### config.mk
export PLATFORM = sky130hd
export DESIGN_NAME = dcache_top
export DESIGN_NICKNAME = d
export VERILOG_FILES = /design/src/rtl/dcache_pkg.sv /design/src/rtl/dcache_tag_store.sv /design/src/rtl/dcache_data_store.sv /design/src/rtl/dcache_ctrl.sv /design/src/rtl/dcache_perf.sv /design/src/rtl/dcache_top.sv
export SDC_FILE = /design/constraint.sdc
export NUM_CORES = 2
export LEC_CHECK = 0
export ABC_CLOCK_PERIOD_IN_PS = 7750
export BUFFER_PORTS_ARGS = -buffer_cell sky130_fd_sc_hd__buf_2
export CAP_MARGIN = 20
export CELL_PAD_IN_SITES_DETAIL_PLACEMENT = 2
export CELL_PAD_IN_SITES_GLOBAL_PLACEMENT = 2
export CORE_ASPECT_RATIO = 1.5
export CORE_MARGIN = 4
export CORE_UTILIZATION = 30
export CTS_CLUSTER_SIZE = 10
export DETAILED_ROUTE_END_ITERATION = 7
export GPL_TIMING_DRIVEN = 0
export PLACE_DENSITY_LB_ADDON = 0.1
export SYNTH_ARGS = -nofsm -noshare
export SYNTH_HDL_FRONTEND = slang
export SYNTH_SLANG_ARGS = --single-unit
### constraint.sdc
create_clock -name clk -period 7.75 [get_ports clk]
set_input_delay 0.775 -clock clk [delete_from_list [all_inputs] [get_ports clk]]
set_output_delay 0.775 -clock clk [all_outputs]
set_load 0.005 [all_outputs]
### src/rtl/dcache_pkg.sv
/*
 * Data cache package
 * Geometry, address fields, request and response structs,
 * performance counter struct and FSM encodings
 */
package dcache_pkg;

    // Cache geometry
    localparam int WORD_W         = 32;
    localparam int WORDS_PER_LINE = 4;
    localparam int NUM_LINES      = 16;
    localparam int WSEL_W         = 2;
    localparam int INDEX_W        = 4;
    localparam int CTAG_W         = 4;
    localparam int ADDR_W         = CTAG_W + INDEX_W + WSEL_W;
    localparam int REQ_TAG_W      = 4;
    localparam int PERF_CTR_W     = 16;

    typedef logic [WORD_W-1:0]                     word_t;
    // Word 0 sits in the low bits
    typedef logic [WORDS_PER_LINE-1:0][WORD_W-1:0] line_t;
    typedef logic [ADDR_W-1:0]                     word_addr_t;
    typedef logic [CTAG_W+INDEX_W-1:0]             line_addr_t;
    typedef logic [INDEX_W-1:0]                    index_t;
    typedef logic [CTAG_W-1:0]                     cache_tag_t;
    typedef logic [WSEL_W-1:0]                     wsel_t;
    typedef logic [REQ_TAG_W-1:0]                  req_tag_t;
    typedef logic [PERF_CTR_W-1:0]                 perf_ctr_t;

    typedef enum logic {
        OP_READ,
        OP_WRITE
    } req_op_e;

    typedef struct packed {
        req_op_e    op;
        word_addr_t addr;
        word_t      data;
        req_tag_t   tag;
    } core_req_t;

    typedef struct packed {
        word_t    data;
        req_tag_t tag;
    } core_rsp_t;

    // Reads only use line_addr
    typedef struct packed {
        req_op_e    op;
        line_addr_t line_addr;
        wsel_t      wsel;
        word_t      data;
    } mem_req_t;

    typedef struct packed {
        line_t line;
    } mem_rsp_t;

    typedef struct packed {
        perf_ctr_t reads;
        perf_ctr_t writes;
        perf_ctr_t read_misses;
        perf_ctr_t write_misses;
    } perf_cnt_t;

    typedef enum logic [2:0] {
        S_IDLE,
        S_LOOKUP,
        S_MEM_RD,
        S_MEM_WAIT,
        S_MEM_WR,
        S_RESPOND
    } ctrl_state_e;

endpackage

### src/rtl/dcache_tag_store.sv
/*
 * Tag store
 * Per-line valid bits and tags, registered hit result
 * one cycle after the lookup address
 */
`timescale 1ns/1ps

module dcache_tag_store (
    input  logic                   clk,
    input  logic                   reset,
    input  dcache_pkg::line_addr_t lookup_addr_i,
    output logic                   hit_o,
    input  logic                   fill_en_i,
    input  dcache_pkg::line_addr_t fill_addr_i
);
    import dcache_pkg::*;

    cache_tag_t           tag_mem [NUM_LINES];
    logic [NUM_LINES-1:0] valid_q;

    index_t     lk_index;
    cache_tag_t lk_tag;
    index_t     fill_index;
    cache_tag_t fill_tag;

    // Registered lookup result
    cache_tag_t rd_tag_q;
    cache_tag_t lk_tag_q;
    logic       rd_valid_q;

    // Line address is tag above index
    assign lk_index   = lookup_addr_i[INDEX_W-1:0];
    assign lk_tag     = lookup_addr_i[CTAG_W+INDEX_W-1:INDEX_W];
    assign fill_index = fill_addr_i[INDEX_W-1:0];
    assign fill_tag   = fill_addr_i[CTAG_W+INDEX_W-1:INDEX_W];

    always_ff @(posedge clk) begin
        if (reset) begin
            valid_q    <= '0;
            rd_valid_q <= 1'b0;
        end else begin
            if (fill_en_i) begin
                valid_q[fill_index] <= 1'b1;
            end
            rd_valid_q <= valid_q[lk_index];
        end
    end

    always_ff @(posedge clk) begin
        if (fill_en_i) begin
            tag_mem[fill_index] <= fill_tag;
        end
        rd_tag_q <= tag_mem[lk_index];
        lk_tag_q <= lk_tag;
    end

    assign hit_o = rd_valid_q && (rd_tag_q == lk_tag_q);

endmodule

### src/rtl/dcache_data_store.sv
/*
 * Data store
 * Line storage with a registered word read,
 * whole-line fill and single word write
 */
`timescale 1ns/1ps

module dcache_data_store (
    input  logic                   clk,
    input  dcache_pkg::word_addr_t rd_addr_i,
    output dcache_pkg::word_t      rd_word_o,
    input  logic                   fill_en_i,
    input  dcache_pkg::index_t     fill_index_i,
    input  dcache_pkg::line_t      fill_line_i,
    input  logic                   wr_en_i,
    input  dcache_pkg::word_addr_t wr_addr_i,
    input  dcache_pkg::word_t      wr_word_i
);
    import dcache_pkg::*;

    line_t  line_mem [NUM_LINES];
    word_t  rd_word_q;

    index_t rd_index;
    wsel_t  rd_wsel;
    index_t wr_index;
    wsel_t  wr_wsel;

    assign rd_index = rd_addr_i[WSEL_W +: INDEX_W];
    assign rd_wsel  = rd_addr_i[WSEL_W-1:0];
    assign wr_index = wr_addr_i[WSEL_W +: INDEX_W];
    assign wr_wsel  = wr_addr_i[WSEL_W-1:0];

    always_ff @(posedge clk) begin
        if (fill_en_i) begin
            line_mem[fill_index_i] <= fill_line_i;
        end else if (wr_en_i) begin
            line_mem[wr_index][wr_wsel] <= wr_word_i;
        end
        rd_word_q <= line_mem[rd_index][rd_wsel];
    end

    assign rd_word_o = rd_word_q;

    // Fill comes from a read miss, write from a store hit, never both at once
    a_fill_wr_exclusive : assert property (
        @(posedge clk) !(fill_en_i && wr_en_i)
    ) else $error("data store fill and word write in the same cycle");

endmodule

### src/rtl/dcache_ctrl.sv
/*
 * Cache controller
 * One request at a time: lookup, read miss fill,
 * write-through and the core response handshake
 */
`timescale 1ns/1ps

module dcache_ctrl (
    input  logic                   clk,
    input  logic                   reset,

    input  logic                   core_req_valid_i,
    input  dcache_pkg::core_req_t  core_req_i,
    output logic                   core_req_ready_o,

    output logic                   core_rsp_valid_o,
    output dcache_pkg::core_rsp_t  core_rsp_o,
    input  logic                   core_rsp_ready_i,

    output logic                   mem_req_valid_o,
    output dcache_pkg::mem_req_t   mem_req_o,
    input  logic                   mem_req_ready_i,

    input  logic                   mem_rsp_valid_i,
    input  dcache_pkg::mem_rsp_t   mem_rsp_i,
    output logic                   mem_rsp_ready_o,

    output dcache_pkg::line_addr_t tag_lookup_addr_o,
    input  logic                   tag_hit_i,
    output logic                   tag_fill_en_o,

    output dcache_pkg::word_addr_t data_rd_addr_o,
    input  dcache_pkg::word_t      data_rd_word_i,
    output logic                   data_fill_en_o,
    output dcache_pkg::line_t      data_fill_line_o,
    output logic                   data_wr_en_o,
    output dcache_pkg::word_t      data_wr_word_o,

    output logic                   ev_read_o,
    output logic                   ev_write_o,
    output logic                   ev_read_miss_o,
    output logic                   ev_write_miss_o
);
    import dcache_pkg::*;

    ctrl_state_e state_q;
    ctrl_state_e state_d;

    core_req_t   req_q;
    word_t       rsp_data_q;

    logic        req_fire;
    logic        fill_fire;
    logic        is_read;
    logic        in_lookup;
    word_addr_t  cur_addr;
    line_addr_t  req_line_addr;
    wsel_t       req_wsel;

    assign req_fire  = core_req_valid_i && core_req_ready_o;
    assign fill_fire = mem_rsp_valid_i && mem_rsp_ready_o;
    assign is_read   = (req_q.op == OP_READ);
    assign in_lookup = (state_q == S_LOOKUP);

    assign req_line_addr = req_q.addr[ADDR_W-1:WSEL_W];
    assign req_wsel      = req_q.addr[WSEL_W-1:0];

    // Stores see the incoming address while idle, so results land in S_LOOKUP
    // Afterwards the held address also indexes fill and write
    assign cur_addr = (state_q == S_IDLE) ? core_req_i.addr : req_q.addr;

    assign tag_lookup_addr_o = cur_addr[ADDR_W-1:WSEL_W];
    assign data_rd_addr_o    = cur_addr;

    always_ff @(posedge clk) begin
        if (reset) begin
            state_q <= S_IDLE;
        end else begin
            state_q <= state_d;
        end
    end

    always_comb begin
        state_d = state_q;
        case (state_q)
            S_IDLE: begin
                if (core_req_valid_i) begin
                    state_d = S_LOOKUP;
                end
            end
            S_LOOKUP: begin
                if (!is_read) begin
                    state_d = S_MEM_WR;
                end else if (tag_hit_i) begin
                    state_d = S_RESPOND;
                end else begin
                    state_d = S_MEM_RD;
                end
            end
            S_MEM_RD: begin
                if (mem_req_ready_i) begin
                    state_d = S_MEM_WAIT;
                end
            end
            S_MEM_WAIT: begin
                if (mem_rsp_valid_i) begin
                    state_d = S_RESPOND;
                end
            end
            S_MEM_WR: begin
                if (mem_req_ready_i) begin
                    state_d = S_RESPOND;
                end
            end
            S_RESPOND: begin
                if (core_rsp_ready_i) begin
                    state_d = S_IDLE;
                end
            end
            default: state_d = S_IDLE;
        endcase
    end

    // Request and response payload
    always_ff @(posedge clk) begin
        if (req_fire) begin
            req_q <= core_req_i;
        end
        if (in_lookup) begin
            // Writes echo their own data
            rsp_data_q <= is_read ? data_rd_word_i : req_q.data;
        end else if (fill_fire) begin
            rsp_data_q <= mem_rsp_i.line[req_wsel];
        end
    end

    assign core_req_ready_o = (state_q == S_IDLE);
    assign core_rsp_valid_o = (state_q == S_RESPOND);
    assign core_rsp_o       = '{data: rsp_data_q, tag: req_q.tag};

    assign mem_req_valid_o = (state_q == S_MEM_RD) || (state_q == S_MEM_WR);
    assign mem_req_o       = '{op:        req_q.op,
                               line_addr: req_line_addr,
                               wsel:      req_wsel,
                               data:      req_q.data};
    assign mem_rsp_ready_o = (state_q == S_MEM_WAIT);

    // Read miss refills both stores
    assign tag_fill_en_o    = fill_fire;
    assign data_fill_en_o   = fill_fire;
    assign data_fill_line_o = mem_rsp_i.line;

    // No allocate on write, only a hit updates the line
    assign data_wr_en_o   = in_lookup && !is_read && tag_hit_i;
    assign data_wr_word_o = req_q.data;

    assign ev_read_o       = in_lookup && is_read;
    assign ev_write_o      = in_lookup && !is_read;
    assign ev_read_miss_o  = in_lookup && is_read && !tag_hit_i;
    assign ev_write_miss_o = in_lookup && !is_read && !tag_hit_i;

    a_core_rsp_stable : assert property (
        @(posedge clk) disable iff (reset)
        core_rsp_valid_o && !core_rsp_ready_i |=> core_rsp_valid_o && $stable(core_rsp_o)
    ) else $error("core response changed under back-pressure");

    a_mem_req_stable : assert property (
        @(posedge clk) disable iff (reset)
        mem_req_valid_o && !mem_req_ready_i |=> mem_req_valid_o && $stable(mem_req_o)
    ) else $error("memory request changed before acceptance");

endmodule

### src/rtl/dcache_perf.sv
/*
 * Performance counters
 * Wrapping counts of reads, writes, read misses and write misses
 */
`timescale 1ns/1ps

module dcache_perf (
    input  logic                  clk,
    input  logic                  reset,
    input  logic                  ev_read_i,
    input  logic                  ev_write_i,
    input  logic                  ev_read_miss_i,
    input  logic                  ev_write_miss_i,
    output dcache_pkg::perf_cnt_t perf_o
);
    import dcache_pkg::*;

    perf_cnt_t perf_q;

    // Counters wrap on overflow
    always_ff @(posedge clk) begin
        if (reset) begin
            perf_q <= '0;
        end else begin
            if (ev_read_i) begin
                perf_q.reads <= perf_q.reads + 1'b1;
            end
            if (ev_write_i) begin
                perf_q.writes <= perf_q.writes + 1'b1;
            end
            if (ev_read_miss_i) begin
                perf_q.read_misses <= perf_q.read_misses + 1'b1;
            end
            if (ev_write_miss_i) begin
                perf_q.write_misses <= perf_q.write_misses + 1'b1;
            end
        end
    end

    assign perf_o = perf_q;

    // A miss is always counted together with its access
    a_read_miss_has_read : assert property (
        @(posedge clk) disable iff (reset)
        ev_read_miss_i |-> ev_read_i
    ) else $error("read miss event without read event");

    a_write_miss_has_write : assert property (
        @(posedge clk) disable iff (reset)
        ev_write_miss_i |-> ev_write_i
    ) else $error("write miss event without write event");

endmodule

### src/rtl/dcache_top.sv
/*
 * Data cache top level
 * Direct-mapped, write-through, read-allocate cache with
 * valid/ready core and memory ports and event counters
 */
`timescale 1ns/1ps

module dcache_top (
    input  logic                  clk,
    input  logic                  reset,

    input  logic                  core_req_valid_i,
    input  dcache_pkg::core_req_t core_req_i,
    output logic                  core_req_ready_o,

    output logic                  core_rsp_valid_o,
    output dcache_pkg::core_rsp_t core_rsp_o,
    input  logic                  core_rsp_ready_i,

    output logic                  mem_req_valid_o,
    output dcache_pkg::mem_req_t  mem_req_o,
    input  logic                  mem_req_ready_i,

    input  logic                  mem_rsp_valid_i,
    input  dcache_pkg::mem_rsp_t  mem_rsp_i,
    output logic                  mem_rsp_ready_o,

    output dcache_pkg::perf_cnt_t perf_o
);
    import dcache_pkg::*;

    line_addr_t tag_lookup_addr;
    logic       tag_hit;
    logic       tag_fill_en;

    word_addr_t data_rd_addr;
    word_t      data_rd_word;
    logic       data_fill_en;
    line_t      data_fill_line;
    logic       data_wr_en;
    word_t      data_wr_word;

    logic       ev_read;
    logic       ev_write;
    logic       ev_read_miss;
    logic       ev_write_miss;

    dcache_ctrl u_ctrl (
        .clk               (clk),
        .reset             (reset),
        .core_req_valid_i  (core_req_valid_i),
        .core_req_i        (core_req_i),
        .core_req_ready_o  (core_req_ready_o),
        .core_rsp_valid_o  (core_rsp_valid_o),
        .core_rsp_o        (core_rsp_o),
        .core_rsp_ready_i  (core_rsp_ready_i),
        .mem_req_valid_o   (mem_req_valid_o),
        .mem_req_o         (mem_req_o),
        .mem_req_ready_i   (mem_req_ready_i),
        .mem_rsp_valid_i   (mem_rsp_valid_i),
        .mem_rsp_i         (mem_rsp_i),
        .mem_rsp_ready_o   (mem_rsp_ready_o),
        .tag_lookup_addr_o (tag_lookup_addr),
        .tag_hit_i         (tag_hit),
        .tag_fill_en_o     (tag_fill_en),
        .data_rd_addr_o    (data_rd_addr),
        .data_rd_word_i    (data_rd_word),
        .data_fill_en_o    (data_fill_en),
        .data_fill_line_o  (data_fill_line),
        .data_wr_en_o      (data_wr_en),
        .data_wr_word_o    (data_wr_word),
        .ev_read_o         (ev_read),
        .ev_write_o        (ev_write),
        .ev_read_miss_o    (ev_read_miss),
        .ev_write_miss_o   (ev_write_miss)
    );

    // Outside S_IDLE the lookup addresses carry the held request address
    dcache_tag_store u_tags (
        .clk           (clk),
        .reset         (reset),
        .lookup_addr_i (tag_lookup_addr),
        .hit_o         (tag_hit),
        .fill_en_i     (tag_fill_en),
        .fill_addr_i   (tag_lookup_addr)
    );

    dcache_data_store u_data (
        .clk          (clk),
        .rd_addr_i    (data_rd_addr),
        .rd_word_o    (data_rd_word),
        .fill_en_i    (data_fill_en),
        .fill_index_i (data_rd_addr[WSEL_W +: INDEX_W]),
        .fill_line_i  (data_fill_line),
        .wr_en_i      (data_wr_en),
        .wr_addr_i    (data_rd_addr),
        .wr_word_i    (data_wr_word)
    );

    dcache_perf u_perf (
        .clk             (clk),
        .reset           (reset),
        .ev_read_i       (ev_read),
        .ev_write_i      (ev_write),
        .ev_read_miss_i  (ev_read_miss),
        .ev_write_miss_i (ev_write_miss),
        .perf_o          (perf_o)
    );

endmodule

# ---- Word level (Yosys, flattened, before mapping)
# Memories as Yosys holds them, arrays and structs flattened. A register that Yosys moved wholly into a read port is not among the register bits.
# Cells that the tools add are included.
dict set report op_classes {
  add_sub_neg 4
  magnitude_cmp 5
  eq_ne 11
  n_mux 155
  bitwise_logic 130
  n_reduce_logical 15
}
# op count
set op_table {}
lappend op_table {{$mux W32} 6}
lappend op_table {{$mux W1} 134}
lappend op_table {{$bmux W32 S2} 2}
lappend op_table {{$mux W128} 1}
lappend op_table {{$or A1 B1 Y1} 128}
lappend op_table {{$add A16 B1 Y16 const B} 4}
lappend op_table {{$demux W32 S2} 1}
lappend op_table {{$mux W3} 7}
lappend op_table {{$pmux W3 S6} 1}
lappend op_table {{$or A16 B16 Y16} 1}
lappend op_table {{$logic_and A1 B1 Y1} 10}
lappend op_table {{$mux W10} 1}
lappend op_table {{$ne A2 B2 Y1 const B} 4}
lappend op_table {{$eq A3 B2 Y1 const B} 2}
lappend op_table {{$eq A3 B3 Y1 const B} 2}
lappend op_table {{$lt A2 B3 Y1 const B} 2}
lappend op_table {{$lt A4 B5 Y1 const B} 1}
lappend op_table {{$reduce_and A5 Y1} 1}
lappend op_table {{$bmux W1 S4} 1}
lappend op_table {{$demux W1 S4} 1}
lappend op_table {{$eq A4 B4 Y1} 1}
lappend op_table {{$ge A4 B1 Y1 const B} 1}
lappend op_table {{$eq A3 B1 Y1 const B} 1}
lappend op_table {{$logic_not A3 Y1} 1}
lappend op_table {{other kinds (6)} 6}
dict set report totals {
  register_bits 199
  mem_bits_rw 2112
  input_bits 181
  output_inout_bits 147
  word_cells 336
  mem_count 2
}
# memory words word_bits rd rd_ports_with_merged_regs write_ports line_no
set mem_list {}
lappend mem_list {u_data.line_mem 16 128 1 0 1 dcache_data_store.sv:21} ;# line_t line_mem [NUM_LINES];
lappend mem_list {u_tags.tag_mem 16 4 1 1 1 dcache_tag_store.sv:18} ;# cache_tag_t tag_mem [NUM_LINES];

# ---- Logic depth before layout (Yosys ltp)
dict set report logic_depth {
  ltp_word 8
  depth_mapped 10
  depth_no_buf 7
}

# ---- Modules after synthesis
# From an unflattened synthesis, not the netlist that was laid out.
dict set report hier_totals {
  hier_cells 4716
  hier_area_um2 91373.9
}
# mod n_inst cells_each area_per_inst_um2 seq_area_each_um2
set modules_own_cells {}
lappend modules_own_cells {dcache_data_store 1 3751 79637.6 62139.6}
lappend modules_own_cells {dcache_ctrl 1 442 5531.6 2432.3}
lappend modules_own_cells {dcache_tag_store 1 201 3345.7 2422.3}
lappend modules_own_cells {dcache_perf 1 322 2859.0 1281.2}

# ---- Least setup slack after synthesis
# OpenSTA, ideal clock, no wires.
dict set report synth_timing {
  path_type {in2reg}
  from {input core_req_i[39] (netlist name)}
  to {memory u_data.line_mem[10][100] (netlist name) (enable)}
  setup_time_ns 0.421
  arrival_ns 3.616
  required_ns 7.329
  setup_slack_ns 3.713
  path_stages 8
  n_path_buf 4
  cell_sequence {clkbuf_2 -> or4b_1 -> buf_2 -> nand2_2 -> buf_2 -> buf_2 -> nand3_1 -> nor2_1}
}
dict set report synth_via {
  elab_chain_cells 1
}
# element line_no
set synth_lines {}
lappend synth_lines {{start, declared} dcache_top.sv:13} ;# input dcache_pkg::core_req_t core_req_i,
lappend synth_lines {{$mux W10} dcache_ctrl.sv:70} ;# assign cur_addr = (state_q == S_IDLE) ? core_req_i.addr : req_q.addr;
lappend synth_lines {{end, declared} dcache_data_store.sv:21}
# Every way passes these cells.

# ---- Final worst setup path
dict set report layout_timing {
  from {register u_ctrl.req_q, in the netlist u_ctrl.mem_req_o[35]}
  to {memory u_data.line_mem[2][100] (netlist name) (enable)}
}
dict set report layout_via {
  elab_chain_cells 1
}
# element line_no
set layout_lines {}
lappend layout_lines {{start, declared} dcache_ctrl.sv:49} ;# core_req_t req_q;
lappend layout_lines {{start signal, assigned} dcache_ctrl.sv:127} ;# req_q <= core_req_i;
lappend layout_lines {{$mux W10} dcache_ctrl.sv:70}
# Every way passes these cells.

==> qor.csv <==
stage;metric;value;unit
status;outcome;completed;
floorplanning;core-area;312000;um^2
job;cap_violations;0;
cells_and_area;layout_commonest_cell;edfxtp_1;
setup_path;r2r_end;u_data.line_mem[2][100];
timing;skew;0.0566;ns
detailed_routing;drt_iter0_drc;6641;
detailed_routing;drc_errors;0;
clock_tree;cts-root-buf;clkbuf_16;
detailed_routing;viasPerCell;5.77;
floorplanning;die-height;693;um
global_routing;grt_start_max_net_pins;40;
setup_path;worstPathMaxFanout;24;
logic_synthesis;synth_top_area_share;70.1;%
clock_tree;insertion_delay;0.89;ns
logic_synthesis;syn_inst;6525;
detailed_routing;finalWirelength;469;mm
floorplanning;start_util;30.1;%
timing;final_hold_viol_count;0;
setup_path;crit_arrival;6.63;ns
setup_path;worst_ep_required_time;8.29;ns
logic_synthesis;yosysWarnings;0;
min_path;worstHoldPathType;input pin to register;
place;dp.cells;11138;
logic_synthesis;synth_cell_type_count;72;
setup_path;worstSetupStartpointType;register;
global_routing;grt_pass1_vias;69959;
clock_tree;hold_buffers;0;
setup_path;rrSetupSlack;1.66;ns
timing;grt_setup_unrepaired;no;
detailed_routing;vias;66565;
cells_and_area;area_delta_synth_final;18.2;%
logic_synthesis;synth_area_leaders;edfxtp_1 70%, a32oi_1 3.6%, nand2_1 3.2%;
logic_synthesis;ys_seq_area_share;72.7;%
logic_synthesis;syn_avg_cell_area;14.4;um^2
power_and_ir_drop;pwr-share-clk;27.1;%
logic_synthesis;synth-edff-count;2191;
cells_and_area;drive_gt1_share;16.6;%
cells_and_area;fin_nets;7435;
place;place_ws;1.22;ns
setup_path;rr_startpoint;u_ctrl.mem_req_o[35];
global_routing;grt_pass1_wl;624;mm
timing;min_period;6.09;ns
cells_and_area;stdcell_count;11540;
cells_and_area;seqCellArea;68300;um^2
setup_path;reg2reg_depth;9;
power_and_ir_drop;p_per_area;398;nW/um^2
logic_synthesis;async_flop_share;0;%
global_routing;grt_use_total;28.3;%
min_path;hold_start;core_req_i[20];
timing;setup_ws;1.66;ns
logic_synthesis;synth-seq-cells;2315;
timing;drv_slew;0;
clock_tree;post-cts-setup-buffers;0;
cells_and_area;utilization;35.6;%
timing;slew-limit-headroom;13.2;%
cells_and_area;multi_input_area;23600;um^2
logic_synthesis;syn_area;93900;um^2
clock_tree;clock-sinks;2315;
cells_and_area;layout_common_cells;2,191 x edfxtp_1, 793 x nand2_1, 489 x buf_2;
place;gp_congestion;0.920;
clock_tree;cts_tree;yes;
timing;period_share;78.6;%
place;place_hpwl;352;mm
floorplanning;rows;251;
floorplanning;dieArea;322000;um^2
logic_synthesis;syn-num-nets;6710;
clock_tree;cts-htree-levels;5;
detailed_routing;first_pass_iters;7;
power_and_ir_drop;switching_power;19.3;mW
setup_path;endpoint_kind;register;
cells_and_area;fillers;31493;
power_and_ir_drop;irDropWorstVdd;0.000180;V
global_routing;grt_overflow;0;
clock_tree;cts_buffer_depth;4;
timing;worstMarginPinSlew;1.27;ns
setup_path;cp-startpoint;u_ctrl.mem_req_o[35];
power_and_ir_drop;leakage;35.8;nW
setup_path;cp-endpoint;u_data.line_mem[2][100];
clock_tree;clkTransAtPathRegs;0.06;ns
power_and_ir_drop;power_frac_comb;40.2;%
clock_tree;cts_resized;0;
power_and_ir_drop;seqPwrFrac;32.7;%
timing;fmax;164;MHz
logic_synthesis;yosys.area.top_type;edfxtp_1;
detailed_routing;postRouteAntennaNets;0;
power_and_ir_drop;cell_internal_pwr;24.8;mW
clock_tree;cts_made_buffers;279;
setup_path;critPathKind;register to register;
global_routing;grt_antenna_before_repair;43;
place;portBuffers;326;
floorplanning;die_width;465;um
power_and_ir_drop;p_sw_share;43.7;%
floorplanning;ios;328;
logic_synthesis;synthFlopType;edfxtp_1;
detailed_routing;avgRoutedWirePerCell;40.7;um
timing;setup_viol;0;
[worst min path at each step]
| stage | endpoint | slack (ns) | depth (start not counted) |
|---|---|---|---|
| final | u_ctrl.data_wr_word_o[16] | 0.07 | 1 |
| after global routing | u_ctrl.data_wr_word_o[16] | 0.04 | 1 |
| after CTS | u_ctrl.data_wr_word_o[16] | 0.01 | 1 |
| after detailed placement | u_tags.valid_q[8] | 0.47 | 1 |
| after global placement | u_tags.valid_q[8] | 0.46 | 1 |
| after floorplan | u_tags.valid_q[12] | 0.46 | 1 |
[flip-flops by register name (all words and copies together) (netlist names)]
name / flops
u_ctrl.data_wr_word_o: 32
u_tags.rd_tag_q: 4
u_ctrl.rsp_data_q: 32
u_tags.lk_tag_q: 4
u_tags.valid_q: 16
u_perf.perf_o: 64
u_tags.rd_valid_q: 1
u_ctrl.mem_req_o: 11
u_ctrl.core_rsp_o: 4
u_data.line_mem: 2048
u_ctrl.state_q: 3
u_tags.tag_mem: 64
u_data.rd_word_o: 32
[cell type report]
class / count / share of cell area [%]
plain buffers: 569 / 2.23
inverters: 11 / 0.0372
well taps: 4174 / 4.70
repair buffers: 444 / 3.29
flip-flops and latches: 2315 / 61.5
clock inverters: 18 / 0.113
multi-input cells: 3630 / 21.3
clock buffers: 366 / 6.78
diodes: 13 / 0.0293
[synth_stat cells, drive strengths merged (36+ instances only)]
cell type  count
a21oi        185
o22a          62
a31oi        165
a32oi        381
o21ai        331
dfxtp        124
nand2        794
edfxtp      2191
a211oi       368
mux2i         45
buf          226
nor2         185
mux2         131
nand3        179
clkbuf       343
o2111ai       36
and3         380
o221ai        65
[stage by stage]
| stage | hold slack, ns | area, um^2 | total power [mW] | setup TNS, ns |
|---|---|---|---|---|
| after floorplan | 0.458 | 93900 | 22.4 | 0 |
| after global placement | 0.463 | 101000 | 31.8 | -807.80 |
| after detailed placement | 0.471 | 103000 | 32.2 | 0 |
| after CTS | 0.0115 | 111000 | 44.2 | 0 |
| after global routing | 0.0406 | 111000 | 45.2 | 0 |
| final | 0.0664 | 111000 | 44.2 | 0 |
[kinds of logic (layout without fill, tap and decap cells)]
group | Yosys count | count (layout) | synth area share (%)
flops | 2315 | 2315 | 72.7
compound gates | 1710 | 1710 | 13.0
simple gates | 1653 | 1653 | 8.25
buf+inv | 580 | 1408 | 2.67
mux | 208 | 208 | 2.83
xor+xnor | 55 | 55 | 0.513
fa+ha+maj | 4 | 4 | 0.0533
other cells | 0 | 13 | 0
[metal layers]
metal	global-route usage, %	wire length [um]	vias up
met5	0	34	-
met2	49.4	234000	2644
met4	16.5	33700	6
met3	3.70	26200	737
li1	-	-	27335
met1	33.3	175000	35843
[worst max-delay path: stages (launching register included)]
cell      delay, ns
edfxtp_1       0.42
clkbuf_1       0.44
o31ai_1        0.31
buf_2          0.34
nand2_2        0.67
buf_2          0.76
buf_2          0.63
nand3_1        0.83
nor2_4         0.94
buf_12         0.29
[power groups by stage]
stage / Sequential (mW) / Combinational (mW) / Clock (mW)
after CTS: 14.5 / 17.6 / 12.1
after global routing: 14.5 / 18.2 / 12.6
after global placement: 14.7 / 17.1 / 0
after detailed placement: 14.7 / 17.5 / 0
final: 14.5 / 17.7 / 12.0
after floorplan: 14.6 / 7.79 / 0
Power figures use the tool's default switching activity.
